<file path="config.mk">
export PLATFORM = sky130hd
export DESIGN_NAME = io_subsys_top
export DESIGN_NICKNAME = d
export VERILOG_FILES = /design/src/hdl/io_pkg.sv /design/src/hdl/wb_io_ctrl.sv /design/src/hdl/io_cfg_regs.sv /design/src/hdl/io_gpio_data.sv /design/src/hdl/io_pad_mux.sv /design/src/hdl/io_subsys_top.sv
export VERILOG_INCLUDE_DIRS = /design/src /design/src/hdl
export SDC_FILE = /design/constraint.sdc
export NUM_CORES = 1
export LEC_CHECK = 0
export BUFFER_PORTS_ARGS = -buffer_cell sky130_fd_sc_hd__buf_2
export CAP_MARGIN = 20
export CORE_AREA = 2 2 119 121
export DETAILED_ROUTE_END_ITERATION = 8
export DIE_AREA = 0 0 121 123
export GPL_TIMING_DRIVEN = 0
export PLACE_DENSITY = 0.8
export SYNTH_ARGS = -nofsm -noshare
export SYNTH_HDL_FRONTEND = slang
export SYNTH_SLANG_ARGS = --single-unit
</file>
<file path="constraint.sdc">
create_clock -name clk -period 3.3 [get_ports clk]
set_clock_uncertainty 0.2 [all_clocks]
set_input_delay 0.66 -clock clk [delete_from_list [all_inputs] [get_ports clk]]
set_output_delay 0.66 -clock clk [all_outputs]
set_load 0.05 [all_outputs]
</file>
<file path="src/hdl/io_params.svh">
/* pad count and register map of the pad control block.
   the pad count must stay between 17 and 24, since DIR, FN and OUT use byte lanes 0 to 2 only */

`ifndef IO_PARAMS_SVH
`define IO_PARAMS_SVH

// ~~~~~~~~~~~~~~~~~~~~~~~~~~~~~~~~~~~~~~~~~~~~~~~~~~
// pad count
`define IO_NUM_PADS 22

// ~~~~~~~~~~~~~~~~~~~~~~~~~~~~~~~~~~~~~~~~~~~~~~~~~~
// address map, byte offsets within the decoded window
`define IO_ADR_BITS 16              // low address bits that are decoded
`define IO_ADR_DIR  16'h0000        // pad direction, 1 = output
`define IO_ADR_FN   16'h0004        // pad function, 1 = special function
`define IO_ADR_OUT  16'h0008        // gpio output data
`define IO_ADR_IN   16'h000C        // gpio input data, read only

`endif

</file>
<file path="src/hdl/io_pkg.sv">
/* bus bundles, register access and enums shared by the pad control blocks.
   the Wishbone bundles carry classic single cycles only, with no stall and no err */

`include "io_params.svh"

package io_pkg;

    typedef logic [`IO_NUM_PADS-1:0] pad_vec_t;    // one bit per pad

    typedef struct packed {
        logic        cyc;
        logic        stb;
        logic        we;
        logic [3:0]  sel;
        logic [31:0] adr;
        logic [31:0] dat;
    } wb_req_t;

    typedef struct packed {
        logic        ack;
        logic [31:0] dat;
    } wb_rsp_t;

    typedef enum logic [2:0] {
        REG_DIR,
        REG_FN,
        REG_OUT,
        REG_IN,
        REG_NONE                                    // unmapped, or no access this cycle
    } reg_sel_e;

    typedef struct packed {
        logic        wr;                            // write pulse
        reg_sel_e    sel;
        logic [3:0]  be;
        logic [31:0] wdata;
    } reg_acc_t;

    typedef enum logic {
        ST_IDLE,
        ST_ACK
    } ctrl_state_e;

    // byte lane merge of a write into a pad register
    function automatic pad_vec_t lane_merge(pad_vec_t cur, logic [31:0] wdata, logic [3:0] be);
        pad_vec_t res;
        res = cur;
        for (int b = 0; b < `IO_NUM_PADS; b++) begin
            if (be[b/8]) res[b] = wdata[b];
        end
        return res;
    endfunction

endpackage

</file>
<file path="src/hdl/wb_io_ctrl.sv">
/* Wishbone slave control for the pad registers, one access in flight at a time.
   ack follows an accepted stb by exactly one cycle; stb held during ack is ignored */

`timescale 1ns/10ps
`include "io_params.svh"

module wb_io_ctrl (
    input  logic              clk,
    input  logic              rst,
    input  io_pkg::wb_req_t   wb_req_i,
    output io_pkg::wb_rsp_t   wb_rsp_o,
    output io_pkg::reg_acc_t  acc_o,
    input  logic [31:0]       cfg_rdata_i,
    input  logic [31:0]       gpio_rdata_i
);

    io_pkg::ctrl_state_e     state_q;
    io_pkg::ctrl_state_e     state_d;
    io_pkg::reg_sel_e        dec_sel;
    logic [`IO_ADR_BITS-1:0] adr_lo;
    logic                    accept;
    logic [31:0]             rd_mux;
    logic                    ack_q;
    logic [31:0]             dat_q;

    // ~~~~~~~~~~~~~~~~~~~~~~~~~~~~~~~~~~~~~~~~~~~~~~~~~~
    // address decode
    assign adr_lo = wb_req_i.adr[`IO_ADR_BITS-1:0];

    always_comb begin
        case (adr_lo)
            `IO_ADR_DIR: dec_sel = io_pkg::REG_DIR;
            `IO_ADR_FN:  dec_sel = io_pkg::REG_FN;
            `IO_ADR_OUT: dec_sel = io_pkg::REG_OUT;
            `IO_ADR_IN:  dec_sel = io_pkg::REG_IN;
            default:     dec_sel = io_pkg::REG_NONE;     // still acked, reads zero
        endcase
    end

    // ~~~~~~~~~~~~~~~~~~~~~~~~~~~~~~~~~~~~~~~~~~~~~~~~~~
    // FSM and access pulse
    assign accept = (state_q == io_pkg::ST_IDLE) && wb_req_i.cyc && wb_req_i.stb;

    always_comb begin
        case (state_q)
            io_pkg::ST_IDLE: state_d = accept ? io_pkg::ST_ACK : io_pkg::ST_IDLE;
            io_pkg::ST_ACK:  state_d = io_pkg::ST_IDLE;   // master drops stb after ack
            default:         state_d = io_pkg::ST_IDLE;
        endcase
    end

    always_comb begin
        acc_o.wr    = accept && wb_req_i.we;
        acc_o.sel   = accept ? dec_sel : io_pkg::REG_NONE;   // idle cycles target nothing
        acc_o.be    = wb_req_i.sel;
        acc_o.wdata = wb_req_i.dat;
    end

    // read data from the datapath that owns the register
    always_comb begin
        case (acc_o.sel)
            io_pkg::REG_DIR,
            io_pkg::REG_FN:  rd_mux = cfg_rdata_i;
            io_pkg::REG_OUT,
            io_pkg::REG_IN:  rd_mux = gpio_rdata_i;
            default:         rd_mux = 32'h0000_0000;
        endcase
    end

    // ~~~~~~~~~~~~~~~~~~~~~~~~~~~~~~~~~~~~~~~~~~~~~~~~~~
    // response registers
    always_ff @(posedge clk) begin
        if (rst) begin
            state_q <= io_pkg::ST_IDLE;
            ack_q   <= 1'b0;
        end else begin
            state_q <= state_d;
            ack_q   <= accept;
        end
    end

    always_ff @(posedge clk) begin
        if (accept) dat_q <= rd_mux;   // value before a same-cycle write
    end

    assign wb_rsp_o.ack = ack_q;
    assign wb_rsp_o.dat = dat_q;

    // one ack per access, never back to back
    a_ack_single: assert property (@(posedge clk) disable iff (rst) ack_q |=> !ack_q)
        else $error("wb_io_ctrl: ack high for two cycles");

endmodule

</file>
<file path="src/hdl/io_cfg_regs.sv">
/* pad direction and function registers with byte lane writes.
   only lanes 0 to 2 carry pad bits; read data is zero above the pad count */

`timescale 1ns/10ps
`include "io_params.svh"

module io_cfg_regs (
    input  logic              clk,
    input  logic              rst,
    input  io_pkg::reg_acc_t  acc_i,
    output logic [31:0]       rdata_o,
    output io_pkg::pad_vec_t  dir_o,
    output io_pkg::pad_vec_t  fn_o
);

    localparam int unsigned PAD_ZEXT = 32 - `IO_NUM_PADS;   // zero fill of read data

    io_pkg::pad_vec_t dir_q;
    io_pkg::pad_vec_t fn_q;

    // ~~~~~~~~~~~~~~~~~~~~~~~~~~~~~~~~~~~~~~~~~~~~~~~~~~
    // register writes
    always_ff @(posedge clk) begin
        if (rst) begin
            dir_q <= '0;
            fn_q  <= '0;
        end else if (acc_i.wr) begin
            case (acc_i.sel)
                io_pkg::REG_DIR: dir_q <= io_pkg::lane_merge(dir_q, acc_i.wdata, acc_i.be);
                io_pkg::REG_FN:  fn_q  <= io_pkg::lane_merge(fn_q, acc_i.wdata, acc_i.be);
                default: ;
            endcase
        end
    end

    // read path, sampled by the controller in the access cycle
    always_comb begin
        case (acc_i.sel)
            io_pkg::REG_DIR: rdata_o = {{PAD_ZEXT{1'b0}}, dir_q};
            io_pkg::REG_FN:  rdata_o = {{PAD_ZEXT{1'b0}}, fn_q};
            default:         rdata_o = 32'h0000_0000;
        endcase
    end

    assign dir_o = dir_q;
    assign fn_o  = fn_q;

    // lanes above the pad bits set nothing
    a_no_upper_bits: assert property (
        @(posedge clk) disable iff (rst)
        (acc_i.wr && (acc_i.be[2:0] == 3'b000)) |=> ($stable(dir_q) && $stable(fn_q)))
        else $error("io_cfg_regs: write without pad lanes changed a register");

endmodule

</file>
<file path="src/hdl/io_gpio_data.sv">
/* gpio output data register and the read path of the synchronized pad input.
   writes to the input register are dropped */

`timescale 1ns/10ps
`include "io_params.svh"

module io_gpio_data (
    input  logic              clk,
    input  logic              rst,
    input  io_pkg::reg_acc_t  acc_i,
    input  io_pkg::pad_vec_t  pad_in_i,
    output logic [31:0]       rdata_o,
    output io_pkg::pad_vec_t  gpio_out_o
);

    localparam int unsigned PAD_ZEXT = 32 - `IO_NUM_PADS;

    io_pkg::pad_vec_t out_q;

    // ~~~~~~~~~~~~~~~~~~~~~~~~~~~~~~~~~~~~~~~~~~~~~~~~~~
    // output data register
    always_ff @(posedge clk) begin
        if (rst) begin
            out_q <= '0;
        end else if (acc_i.wr && (acc_i.sel == io_pkg::REG_OUT)) begin
            out_q <= io_pkg::lane_merge(out_q, acc_i.wdata, acc_i.be);
        end
    end

    // read path
    always_comb begin
        case (acc_i.sel)
            io_pkg::REG_OUT: rdata_o = {{PAD_ZEXT{1'b0}}, out_q};
            io_pkg::REG_IN:  rdata_o = {{PAD_ZEXT{1'b0}}, pad_in_i};   // already synchronized
            default:         rdata_o = 32'h0000_0000;
        endcase
    end

    assign gpio_out_o = out_q;

endmodule

</file>
<file path="src/hdl/io_pad_mux.sv">
/* per pad choice between gpio and special function, with registered pad outputs.
   pad inputs pass a two flop synchronizer and arrive two cycles late */

`timescale 1ns/10ps

module io_pad_mux (
    input  logic              clk,
    input  logic              rst,
    input  io_pkg::pad_vec_t  dir_i,
    input  io_pkg::pad_vec_t  fn_i,
    input  io_pkg::pad_vec_t  gpio_out_i,
    input  io_pkg::pad_vec_t  sf_out_i,
    input  io_pkg::pad_vec_t  sf_oe_i,
    input  io_pkg::pad_vec_t  pad_i,
    output io_pkg::pad_vec_t  pad_o,
    output io_pkg::pad_vec_t  pad_oe_o,
    output io_pkg::pad_vec_t  pad_in_o
);

    io_pkg::pad_vec_t out_sel;
    io_pkg::pad_vec_t oe_sel;
    io_pkg::pad_vec_t pad_q;
    io_pkg::pad_vec_t pad_oe_q;
    io_pkg::pad_vec_t sync1_q;
    io_pkg::pad_vec_t sync2_q;

    // ~~~~~~~~~~~~~~~~~~~~~~~~~~~~~~~~~~~~~~~~~~~~~~~~~~
    // output side
    assign out_sel = (fn_i & sf_out_i) | (~fn_i & gpio_out_i);   // fn bit set gives sf
    assign oe_sel  = (fn_i & sf_oe_i)  | (~fn_i & dir_i);

    always_ff @(posedge clk) begin
        if (rst) begin
            pad_q    <= '0;
            pad_oe_q <= '0;   // all pads released after reset
        end else begin
            pad_q    <= out_sel;
            pad_oe_q <= oe_sel;
        end
    end

    // ~~~~~~~~~~~~~~~~~~~~~~~~~~~~~~~~~~~~~~~~~~~~~~~~~~
    // input synchronizer
    always_ff @(posedge clk) begin
        sync1_q <= pad_i;
        sync2_q <= sync1_q;
    end

    assign pad_o    = pad_q;
    assign pad_oe_o = pad_oe_q;
    assign pad_in_o = sync2_q;

endmodule

</file>
<file path="src/hdl/io_subsys_top.sv">
/* pad control subsystem: Wishbone slave, config and gpio registers, pad multiplexer.
   a register write reaches the pads two cycles after the access cycle */

`timescale 1ns/10ps

module io_subsys_top (
    input  logic              clk,
    input  logic              rst,
    input  io_pkg::wb_req_t   wb_req_i,
    output io_pkg::wb_rsp_t   wb_rsp_o,
    input  io_pkg::pad_vec_t  pad_i,
    output io_pkg::pad_vec_t  pad_o,
    output io_pkg::pad_vec_t  pad_oe_o,
    input  io_pkg::pad_vec_t  sf_out_i,
    input  io_pkg::pad_vec_t  sf_oe_i,
    output io_pkg::pad_vec_t  sf_in_o
);

    io_pkg::reg_acc_t acc;
    logic [31:0]      cfg_rdata;
    logic [31:0]      gpio_rdata;
    io_pkg::pad_vec_t dir;
    io_pkg::pad_vec_t fn;
    io_pkg::pad_vec_t gpio_out;
    io_pkg::pad_vec_t pad_in;

    wb_io_ctrl u_wb_io_ctrl (
        .clk          (clk),
        .rst          (rst),
        .wb_req_i     (wb_req_i),
        .wb_rsp_o     (wb_rsp_o),
        .acc_o        (acc),
        .cfg_rdata_i  (cfg_rdata),
        .gpio_rdata_i (gpio_rdata)
    );

    io_cfg_regs u_io_cfg_regs (
        .clk     (clk),
        .rst     (rst),
        .acc_i   (acc),
        .rdata_o (cfg_rdata),
        .dir_o   (dir),
        .fn_o    (fn)
    );

    io_gpio_data u_io_gpio_data (
        .clk        (clk),
        .rst        (rst),
        .acc_i      (acc),
        .pad_in_i   (pad_in),
        .rdata_o    (gpio_rdata),
        .gpio_out_o (gpio_out)
    );

    io_pad_mux u_io_pad_mux (
        .clk        (clk),
        .rst        (rst),
        .dir_i      (dir),
        .fn_i       (fn),
        .gpio_out_i (gpio_out),
        .sf_out_i   (sf_out_i),
        .sf_oe_i    (sf_oe_i),
        .pad_i      (pad_i),
        .pad_o      (pad_o),
        .pad_oe_o   (pad_oe_o),
        .pad_in_o   (pad_in)
    );

    assign sf_in_o = pad_in;   // special function sees the synchronized input

endmodule

</file>
==> impl_metrics.ini, run 1 <==
[timing]
tightestPinTransition_ps = 926
final_min_period_over_clock_period = 0.967
min_period_ps = 3190
final-max-slew-violation-count = 0
rsz0062_at_grt = no
slew_headroom = 0.382
report.final.setup_viol = 0
report.final.hold_viol_count = 0
final_critical_path_setup_slack_ps = 110
fmaxAchievable_mhz = 313

[synthesis]
most_common_cell_in_the_synthesized_netlist = sky130_fd_sc_hd__dfxtp_1
number_of_enable_flip_flop_cells_after_synthesis = 22
synth-async-reset-ratio = 0
sequential_area_share_after_synthesis = 0.563
average_size_of_a_mapped_cell_sq_um = 11.5
netlist_area_sq_um = 6720
synth.area.top_cells = sky130_fd_sc_hd__dfxtp_1, sky130_fd_sc_hd__mux2i_1, sky130_fd_sc_hd__edfxtp_1
synth_top_area_frac = 0.465
yosys.cell_types.count = 36
netlist_top_cells_count = sky130_fd_sc_hd__dfxtp_1, sky130_fd_sc_hd__mux2i_1, sky130_fd_sc_hd__nand2b_1, sky130_fd_sc_hd__nor2_1, sky130_fd_sc_hd__edfxtp_1
syn-instance-count = 582
ys_ff_latch = 178
dominant_cell_type_by_area_after_synthesis = sky130_fd_sc_hd__dfxtp_1
yosys_warnings = 0
synth-main-ff-cell = sky130_fd_sc_hd__dfxtp_1

[finish]
postLayoutCoreUtil = 0.641
finalInstanceArea_sq_um = 8720
syn_to_final_growth_pct = 29.7
finalNetCount = 947
share_of_post_route_cells_with_drive_strength_above_1 = 0.329
stdcell_count = 1003
nFillCells = 1074

[grt]
grt_use_met2 = 0.404
grt_max_degree = 17
via_count_of_the_first_global_routing_pass = 4984
groute.usage.overall = 0.240
gr-max-usage-layer = met2
antenna_violations_before_repair = 2
grt_ovf = 0
grtUsageMet3 = 0.0558
grt_pass1_wl_mm = 26.5
global_route.usage.met1 = 0.301

[pwr]
finalPower_mw = 5.00
power.share.switching = 0.218
cellLeakagePower_nw = 3.81
cellPowerDensity_nw_per_um2 = 573
clkPwrFrac = 0.481
power.sequential.fraction = 0.449
power.internal_mw = 3.91
power.share.combinational = 0.070
vdd_ir_drop_max_uv = 493
power.switching_mw = 1.09

[floorplan]
dieHeight_microns = 123
initial_core_util = 0.494
core_area_sq_um = 13600
design.die.area_sq_um = 14900
design.portCount = 238
std_cell_rows = 43
die-width_microns = 121

[worst_setup_path]
cp_cell_sequence = buf_2, nand3b_1, clkinvlp_4, buf_16, nand4_1, buf_2, o221ai_1
slowest_cell_on_the_critical_path = sky130_fd_sc_hd__clkinvlp_4
path_class = input port to flip-flop
worstPathMaxFanout = 15
worst-path-buf-inv = 4
cp.arrival_ps = 3140
worst_setup_path_start_kind = input port
cp-end-kind = flip-flop
timing.critical_path.max_delay_family = buffers and inverters
cpPeakStageDelay_ps = 560
timing.critical_path.required_ps = 3250
critical_path.most_common_cell = sky130_fd_sc_hd__buf_2

[clock_tree]
clk_root_buffer_cell = sky130_fd_sc_hd__clkbuf_16
clk_latency_ps = 430
tritoncts = done
clkTransAtPathRegs_ps = 70
h_tree_levels = 4
cts_buffers = 17
clock_sinks = 178
clockBufferDepth = 2

[route]
route.detailed.drc = 0
via_per_inst = 5.03
via_count = 5046
ant_nets = 0
wl_per_cell_microns = 17.4
drt_first_pass_iters = 4
wirelength_mm = 17.5
dr.first_iter.drc_count = 259

[placement]
place_area_sq_um = 7990
detailedPlace.worstSlack_ps = -233
place.port_buffers = 197
place.detailed.instances = 969
dp.final_hpwl_mm = 12.2
place_congestion = 0.816

[outcome]
run_status = complete, no violations

[min_path]
hold_path.class = input port to flip-flop

[run]
maxCapViolations = 0
[area by class of cell]
type / count / area, sq um / area share
diodes: 2 / 5.00 / 0.000574
plain buffers: 38 / 215 / 0.0247
clock buffers: 20 / 467 / 0.0535
clock inverters: 12 / 249 / 0.0286
inverters: 21 / 82.6 / 0.00947
multi-input cells: 354 / 2680 / 0.307
flip-flops and latches: 178 / 3780 / 0.434
well taps: 180 / 225 / 0.0258
repair buffers: 198 / 1010 / 0.116
[per-layer routing]
layer | up-vias | wire [microns]
met5 | - | 0
met2 | 198 | 8500
li1 | 2436 | -
met1 | 2389 | 7560
met4 | 0 | 238
met3 | 23 | 1180
[cells in the final DEF, fill, tap and decap left out, types with 3 or more instances in the layout]
cell	n
sky130_fd_sc_hd__dfxtp_1	156
sky130_fd_sc_hd__clkbuf_16	17
sky130_fd_sc_hd__conb_1	10
sky130_fd_sc_hd__buf_6	3
sky130_fd_sc_hd__buf_4	12
sky130_fd_sc_hd__clkbuf_1	18
sky130_fd_sc_hd__clkinvlp_4	3
sky130_fd_sc_hd__o221ai_1	18
sky130_fd_sc_hd__clkbuf_8	3
sky130_fd_sc_hd__nand3_1	19
sky130_fd_sc_hd__nand2_2	5
sky130_fd_sc_hd__nor4_2	3
sky130_fd_sc_hd__nand2b_1	90
sky130_fd_sc_hd__nor2_1	51
sky130_fd_sc_hd__edfxtp_1	22
sky130_fd_sc_hd__inv_1	20
sky130_fd_sc_hd__buf_2	200
sky130_fd_sc_hd__nand2_1	4
sky130_fd_sc_hd__bufinv_16	7
sky130_fd_sc_hd__mux2i_1	130
[kinds of logic (layout without fill, tap and decap cells)]
| group | Yosys count | count (layout) | share of synthesized area |
|---|---|---|---|
| mux | 132 | 132 | 0.199 |
| other cells | 1 | 12 | 0.000558 |
| compound gates | 24 | 24 | 0.0296 |
| buf+inv | 59 | 289 | 0.0436 |
| simple gates | 188 | 188 | 0.165 |
| flops | 178 | 178 | 0.563 |
[timing repair]
action,in CTS,in global routing
endpoints found under the setup margin,0,8
buffers inserted,0,0
hold endpoints to repair,0,0
hold buffers,0,0
gates resized for setup,0,3
[power groups by stage]
stage	logic, mW	registers, mW	clock network, mW
after floorplan	0.119	2.39	0
after global placement	0.342	2.29	0
after detailed placement	0.347	2.29	0
after CTS	0.349	2.25	2.42
after global routing	0.366	2.25	2.51
final	0.348	2.25	2.40
[per-stage QoR]
step / TNS [ps] / hold slack [ps]
after floorplan: 0 / 110
after CTS: 0 / 108
after global routing: 0 / 114
final: 0 / 122
after detailed placement: -2210 / 112
after global placement: -10420 / 110
[registers in the layout (all words and copies together), names as in the netlist]
| signal | cells |
|---|---|
| u_io_gpio_data.gpio_out_o | 22 |
| u_wb_io_ctrl.dat_q | 22 |
| u_io_cfg_regs.dir_o | 22 |
| u_wb_io_ctrl.ack_q | 1 |
| u_io_pad_mux.pad_in_o | 22 |
| u_io_pad_mux.sync1_q | 22 |
| u_io_cfg_regs.fn_o | 22 |
| u_io_pad_mux.pad_o | 22 |
| u_io_pad_mux.pad_oe_o | 22 |
| u_wb_io_ctrl.state_q | 1 |
[worst paths after layout]
path                                        start                               end  slack [ps]  cells after the start
hold / removal                           pad_i[7]   u_io_pad_mux.sync1_q[7]$_DFF_P_         120                      1
setup reg to reg  u_wb_io_ctrl.state_q$_SDFF_PP0_  u_wb_io_ctrl.dat_q[13]$_DFFE_PN_         130                      6
hold reg to reg   u_io_pad_mux.sync1_q[2]$_DFF_P_  u_io_pad_mux.pad_in_o[2]$_DFF_P_         130                      0
setup / recovery                     wb_req_i[70]  u_wb_io_ctrl.dat_q[13]$_DFFE_PN_         110                      7
Note: power is estimated with default switching activity, not from simulation.
==> run 2: changes to the inputs <==
==> constraint.sdc (replaced) <==
create_clock -name clk -period 3.3 [get_ports clk]
set_clock_uncertainty 0.2 [all_clocks]
set_input_delay 0.495 -clock clk [delete_from_list [all_inputs] [get_ports clk]]
set_output_delay 0.495 -clock clk [all_outputs]
set_load 0.05 [all_outputs]
==> impl_metrics.ini, run 2 (synthesis gave the netlist of run 1 again) <==
[clock_tree]
clockBufferDepth = 2
clk_root_buffer_cell = sky130_fd_sc_hd__clkbuf_16
h_tree_levels = 4
tritoncts = done
clk_latency_ps = 430
clock_sinks = 178
cts_buffers = 17
cts_post_setup_buffers_inserted = 0
clkTransAtPathRegs_ps = 70

[worst_setup_path]
worst_setup_path_start_kind = flip-flop
r2r_worst_path_depth = 6
critical_path.startpoint = u_wb_io_ctrl.state_q$_SDFF_PP0_
timing.rr.start = u_wb_io_ctrl.state_q$_SDFF_PP0_
worstPathMaxFanout = 15
timing.critical_path.required_ps = 3250
r2r_end = u_wb_io_ctrl.dat_q[10]$_DFFE_PN_
timing.critical_path.to = u_wb_io_ctrl.dat_q[10]$_DFFE_PN_
cp.arrival_ps = 3130
cp-end-kind = flip-flop
r2r_slack_ps = 120
path_class = flip-flop to flip-flop

[route]
ant_nets = 0
via_per_inst = 4.99
via_count = 5112
wirelength_mm = 17.7
drt_first_pass_iters = 4
dr.first_iter.drc_count = 258
route.detailed.drc = 0
wl_per_cell_microns = 17.3

[floorplan]
design.portCount = 238
std_cell_rows = 43
design.die.area_sq_um = 14900
initial_core_util = 0.494
dieHeight_microns = 123
die-width_microns = 121
core_area_sq_um = 13600

[finish]
postLayoutCoreUtil = 0.657
share_of_post_route_cells_with_drive_strength_above_1 = 0.320
syn_to_final_growth_pct = 33.0
stdcell_count = 1024
most-common-layout-cells = sky130_fd_sc_hd__buf_2, sky130_fd_sc_hd__dfxtp_1, sky130_fd_sc_hd__mux2i_1
finalNetCount = 969
layout_commonest_cell = sky130_fd_sc_hd__buf_2
nFillCells = 1041

[timing]
report.final.hold_viol_count = 0
report.final.setup_viol = 0
rsz0062_at_grt = no
final_min_period_over_clock_period = 0.963
fmaxAchievable_mhz = 315
slew_headroom = 0.371
final-max-slew-violation-count = 0
min_period_ps = 3180
tightestPinTransition_ps = 943
fin_hold_ws_ps = 98.6
final_critical_path_setup_slack_ps = 122
tns_ps = 0

[grt]
grt_max_degree = 17
antenna_violations_before_repair = 1
groute.usage.overall = 0.243
grt_ovf = 0
grt_pass1_wl_mm = 26.9
via_count_of_the_first_global_routing_pass = 5079

[min_path]
hold_path.class = input port to flip-flop

[placement]
place.port_buffers = 197
detailedPlace.worstSlack_ps = -68.2
place.detailed.instances = 969
place_congestion = 0.816
dp.final_hpwl_mm = 12.2

[pwr]
cellPowerDensity_nw_per_um2 = 562
cellLeakagePower_nw = 3.90
vdd_ir_drop_max_uv = 493

[outcome]
run_status = complete, no violations

[run]
maxCapViolations = 0
## run 2: cell types whose count changed in the layout (fill, tap and decap cells not counted), sizes merged
cell | previous run | this run
dlygate4sd3 | 0 | 22
diode | 2 | 1
## run 2: power by group
part / total (mW) / internal [mW] / switching [mW]
clock network: 2.41 / 1.56 / 0.849
logic: 0.369 / 0.132 / 0.237
registers: 2.25 / 2.23 / 0.0145
total: 5.03 / 3.93 / 1.10
## run 2: repair_timing
item	CTS	global route
hold buffers	22	0
setup endpoints to repair	0	8
hold endpoints to repair	22	0
resized for setup	0	3
## run 2: metal layers
metal | vias to the layer above | GRT usage | share of wire | wire, microns
met3 | 22 | 0.0535 | 0.060 | 1060
met1 | 2426 | 0.304 | 0.44 | 7800
met4 | 0 | 0.0865 | 0.013 | 238
met5 | - | 0 | 0 | 0
li1 | 2477 | - | - | -
met2 | 187 | 0.414 | 0.49 | 8630
## run 2: worst max-delay path: stages (launching register included)
cell and delay [ps]:
sky130_fd_sc_hd__dfxtp_1 300, sky130_fd_sc_hd__nand3b_1 480, sky130_fd_sc_hd__clkinvlp_4 560, sky130_fd_sc_hd__buf_16 310, sky130_fd_sc_hd__nand4_1 450, sky130_fd_sc_hd__buf_2 400, sky130_fd_sc_hd__o221ai_1 190
## run 2: worst min-delay path by stage
stage | from | to | slack [ps] | depth (start not counted)
4_1_cts | sf_oe_i[19] | u_io_pad_mux.pad_oe_o[19]$_SDFF_PP0_ | 80 | 3
6_report | sf_oe_i[7] | u_io_pad_mux.pad_oe_o[7]$_SDFF_PP0_ | 100 | 3
3_5_place_dp | u_io_pad_mux.sync1_q[13]$_DFF_P_ | u_io_pad_mux.pad_in_o[13]$_DFF_P_ | 110 | 0
2_1_floorplan | u_io_pad_mux.sync1_q[0]$_DFF_P_ | u_io_pad_mux.pad_in_o[0]$_DFF_P_ | 110 | 0
5_1_grt | sf_oe_i[21] | u_io_pad_mux.pad_oe_o[21]$_SDFF_PP0_ | 100 | 3
3_3_place_gp | u_io_pad_mux.sync1_q[2]$_DFF_P_ | u_io_pad_mux.pad_in_o[2]$_DFF_P_ | 110 | 0
## run 2: stage by stage
stage / power [mW] / area (sq um)
final: 5.03 / 8940
after global routing: 5.15 / 8930
after CTS: 5.04 / 8930
after detailed placement: 2.64 / 7990
after global placement: 2.63 / 7970
after floorplan: 2.51 / 6760
## run 2: cell type report
cell class	count	area, sq um	share of cell area
Multi-Input combinational cell	354	2680	0.300
Timing Repair Buffer	220	1230	0.138
Clock inverter	12	249	0.0279
Buffer	38	215	0.0241
Antenna cell	1	2.50	0.000280
Tap cell	180	225	0.0252
Clock buffer	20	467	0.0522
Sequential cell	178	3780	0.423
Inverter	21	82.6	0.00924
==> run 3: changes to the inputs <==
==> constraint.sdc (replaced) <==
create_clock -name clk -period 3.3 [get_ports clk]
set_clock_uncertainty 0.2 [all_clocks]
set_input_delay 0 -clock clk [delete_from_list [all_inputs] [get_ports clk]]
set_output_delay 0 -clock clk [all_outputs]
set_load 0.05 [all_outputs]
==> impl_metrics.ini, run 3 (synthesis gave the netlist of run 1 again) <==
[outcome]
run_status = complete, no violations

[placement]
place_congestion = 0.816
place.port_buffers = 197
dp.final_hpwl_mm = 12.2

[timing]
slew_headroom = 0.373
min_period_ps = 3150
rsz0062_at_grt = no
report.final.hold_viol_count = 0
final_min_period_over_clock_period = 0.954
fin_hold_ws_ps = 14.5
fmaxAchievable_mhz = 318
final-max-slew-violation-count = 0
tightestPinTransition_ps = 940
report.final.setup_viol = 0

[floorplan]
design.portCount = 238
std_cell_rows = 43
die-width_microns = 121
dieHeight_microns = 123
core_area_sq_um = 13600
initial_core_util = 0.494
design.die.area_sq_um = 14900

[worst_setup_path]
timing.critical_path.required_ps = 3250
worst_setup_path_start_kind = flip-flop
timing.rr.start = u_wb_io_ctrl.state_q$_SDFF_PP0_
r2r_slack_ps = 150
r2r_worst_path_depth = 6
worstPathMaxFanout = 15
worst-path-buf-inv = 3
cpPeakStageDelay_ps = 570
r2r_end = u_wb_io_ctrl.dat_q[13]$_DFFE_PN_
slowest_cell_on_the_critical_path = sky130_fd_sc_hd__clkinvlp_4
path_class = flip-flop to flip-flop
cp_cell_sequence = nand3b_1, clkinvlp_4, buf_16, nand4_1, buf_2, o221ai_1
cp-end-kind = flip-flop
cp.arrival_ps = 3100
timing.critical_path.max_delay_family = buffers and inverters

[pwr]
cellLeakagePower_nw = 4.28
vdd_ir_drop_max_uv = 455
cellPowerDensity_nw_per_um2 = 521
finalPower_mw = 5.12

[grt]
grt_ovf = 0
via_count_of_the_first_global_routing_pass = 5795
grt_pass1_wl_mm = 30.5
antenna_violations_before_repair = 1
groute.usage.overall = 0.273
grt_max_degree = 17

[run]
maxCapViolations = 0

[clock_tree]
h_tree_levels = 4
cts_buffers = 17
tritoncts = done
clk_latency_ps = 430
clkTransAtPathRegs_ps = 70
clockBufferDepth = 2
clock_sinks = 178
cts_post_setup_buffers_inserted = 0
clk_root_buffer_cell = sky130_fd_sc_hd__clkbuf_16

[min_path]
worstHoldStart = pad_i[6]
hold_path.class = input port to flip-flop
holdPathStages = 2
timing.hold.worst_endpoint = u_io_pad_mux.sync1_q[6]$_DFF_P_

[route]
via_count = 5662
ant_nets = 0
drt_first_pass_iters = 6
wl_per_cell_microns = 18.2
route.detailed.drc = 0
via_per_inst = 5.09
wirelength_mm = 20.3
dr.first_iter.drc_count = 337

[finish]
nFillCells = 899
layout_commonest_cell = sky130_fd_sc_hd__buf_2
finalNetCount = 1058
syn_to_final_growth_pct = 46.2
share_of_post_route_cells_with_drive_strength_above_1 = 0.290
most-common-layout-cells = sky130_fd_sc_hd__buf_2, sky130_fd_sc_hd__dfxtp_1, sky130_fd_sc_hd__mux2i_1
## run 3: cell types whose count changed in the layout (fill, tap and decap cells not counted)
| cell | previous run | this run |
|---|---|---|
| sky130_fd_sc_hd__dlygate4sd3_1 | 22 | 111 |
## run 3: worst register-to-register path, delay by kind of cell, from the launching register on
kind | cells | cell delay (ps)
AO/OA/AOI/OAI | 1 | 190
buffers and inverters | 3 | 1270
flip-flops | 1 | 300
AND/OR/NAND/NOR | 2 | 920
## run 3: metal layers
layer / up-vias / wire length [microns] / GRT usage
li1: 2655 / - / -
met1: 2733 / 8160 / 0.320
met2: 236 / 10400 / 0.485
met3: 38 / 1210 / 0.0650
met4: 0 / 441 / 0.106
met5: - / 0 / 0
## run 3: timing repair
action | CTS | global route
setup endpoints to repair | 0 | 9
endpoints found under the hold margin | 133 | 0
hold buffers | 111 | 0
resized for setup | 0 | 3
## run 3: power by group
group / internal, mW / total, mW / switching (mW)
combinational: 0.200 / 0.460 / 0.261
sequential: 2.23 / 2.25 / 0.0157
clock: 1.56 / 2.41 / 0.846
total: 3.99 / 5.12 / 1.12
## run 3: metrics by stage
stage | worst slack (ps) | setup TNS, ps | area (sq um) | util | instances
finish | 151 | 0 | 9830 | 0.722 | 1113
CTS | 145 | 0 | 9820 | 0.721 | 1112
floorplan | 816 | 0 | 6760 | - | 591
detailed placement | 157 | 0 | 7990 | 0.587 | 969
global route | 24.3 | 0 | 9830 | 0.722 | 1113
global placement | -310 | -3000 | 7970 | 0.585 | 968
## run 3: worst max path at each step
| stage | end | depth (start not counted) | startpoint |
|---|---|---|---|
| floorplan | u_wb_io_ctrl.dat_q[10]$_DFFE_PN_ | 5 | u_wb_io_ctrl.state_q$_SDFF_PP0_ |
| CTS | u_wb_io_ctrl.dat_q[10]$_DFFE_PN_ | 6 | u_wb_io_ctrl.state_q$_SDFF_PP0_ |
| detailed placement | u_wb_io_ctrl.dat_q[10]$_DFFE_PN_ | 6 | u_wb_io_ctrl.state_q$_SDFF_PP0_ |
| global route | u_wb_io_ctrl.dat_q[10]$_DFFE_PN_ | 6 | u_wb_io_ctrl.state_q$_SDFF_PP0_ |
| finish | u_wb_io_ctrl.dat_q[13]$_DFFE_PN_ | 6 | u_wb_io_ctrl.state_q$_SDFF_PP0_ |
| global placement | u_wb_io_ctrl.dat_q[10]$_DFFE_PN_ | 5 | u_wb_io_ctrl.state_q$_SDFF_PP0_ |
## run 3: cell type report
class / instances / area, sq um / share of cell area
Multi-Input combinational cell: 354 / 2680 / 0.273
Clock inverter: 12 / 249 / 0.0253
Clock buffer: 20 / 467 / 0.0475
Tap cell: 180 / 225 / 0.0229
Buffer: 38 / 215 / 0.0219
Sequential cell: 178 / 3780 / 0.385
Timing Repair Buffer: 309 / 2120 / 0.216
Inverter: 21 / 82.6 / 0.00840
Antenna cell: 1 / 2.50 / 0.000255
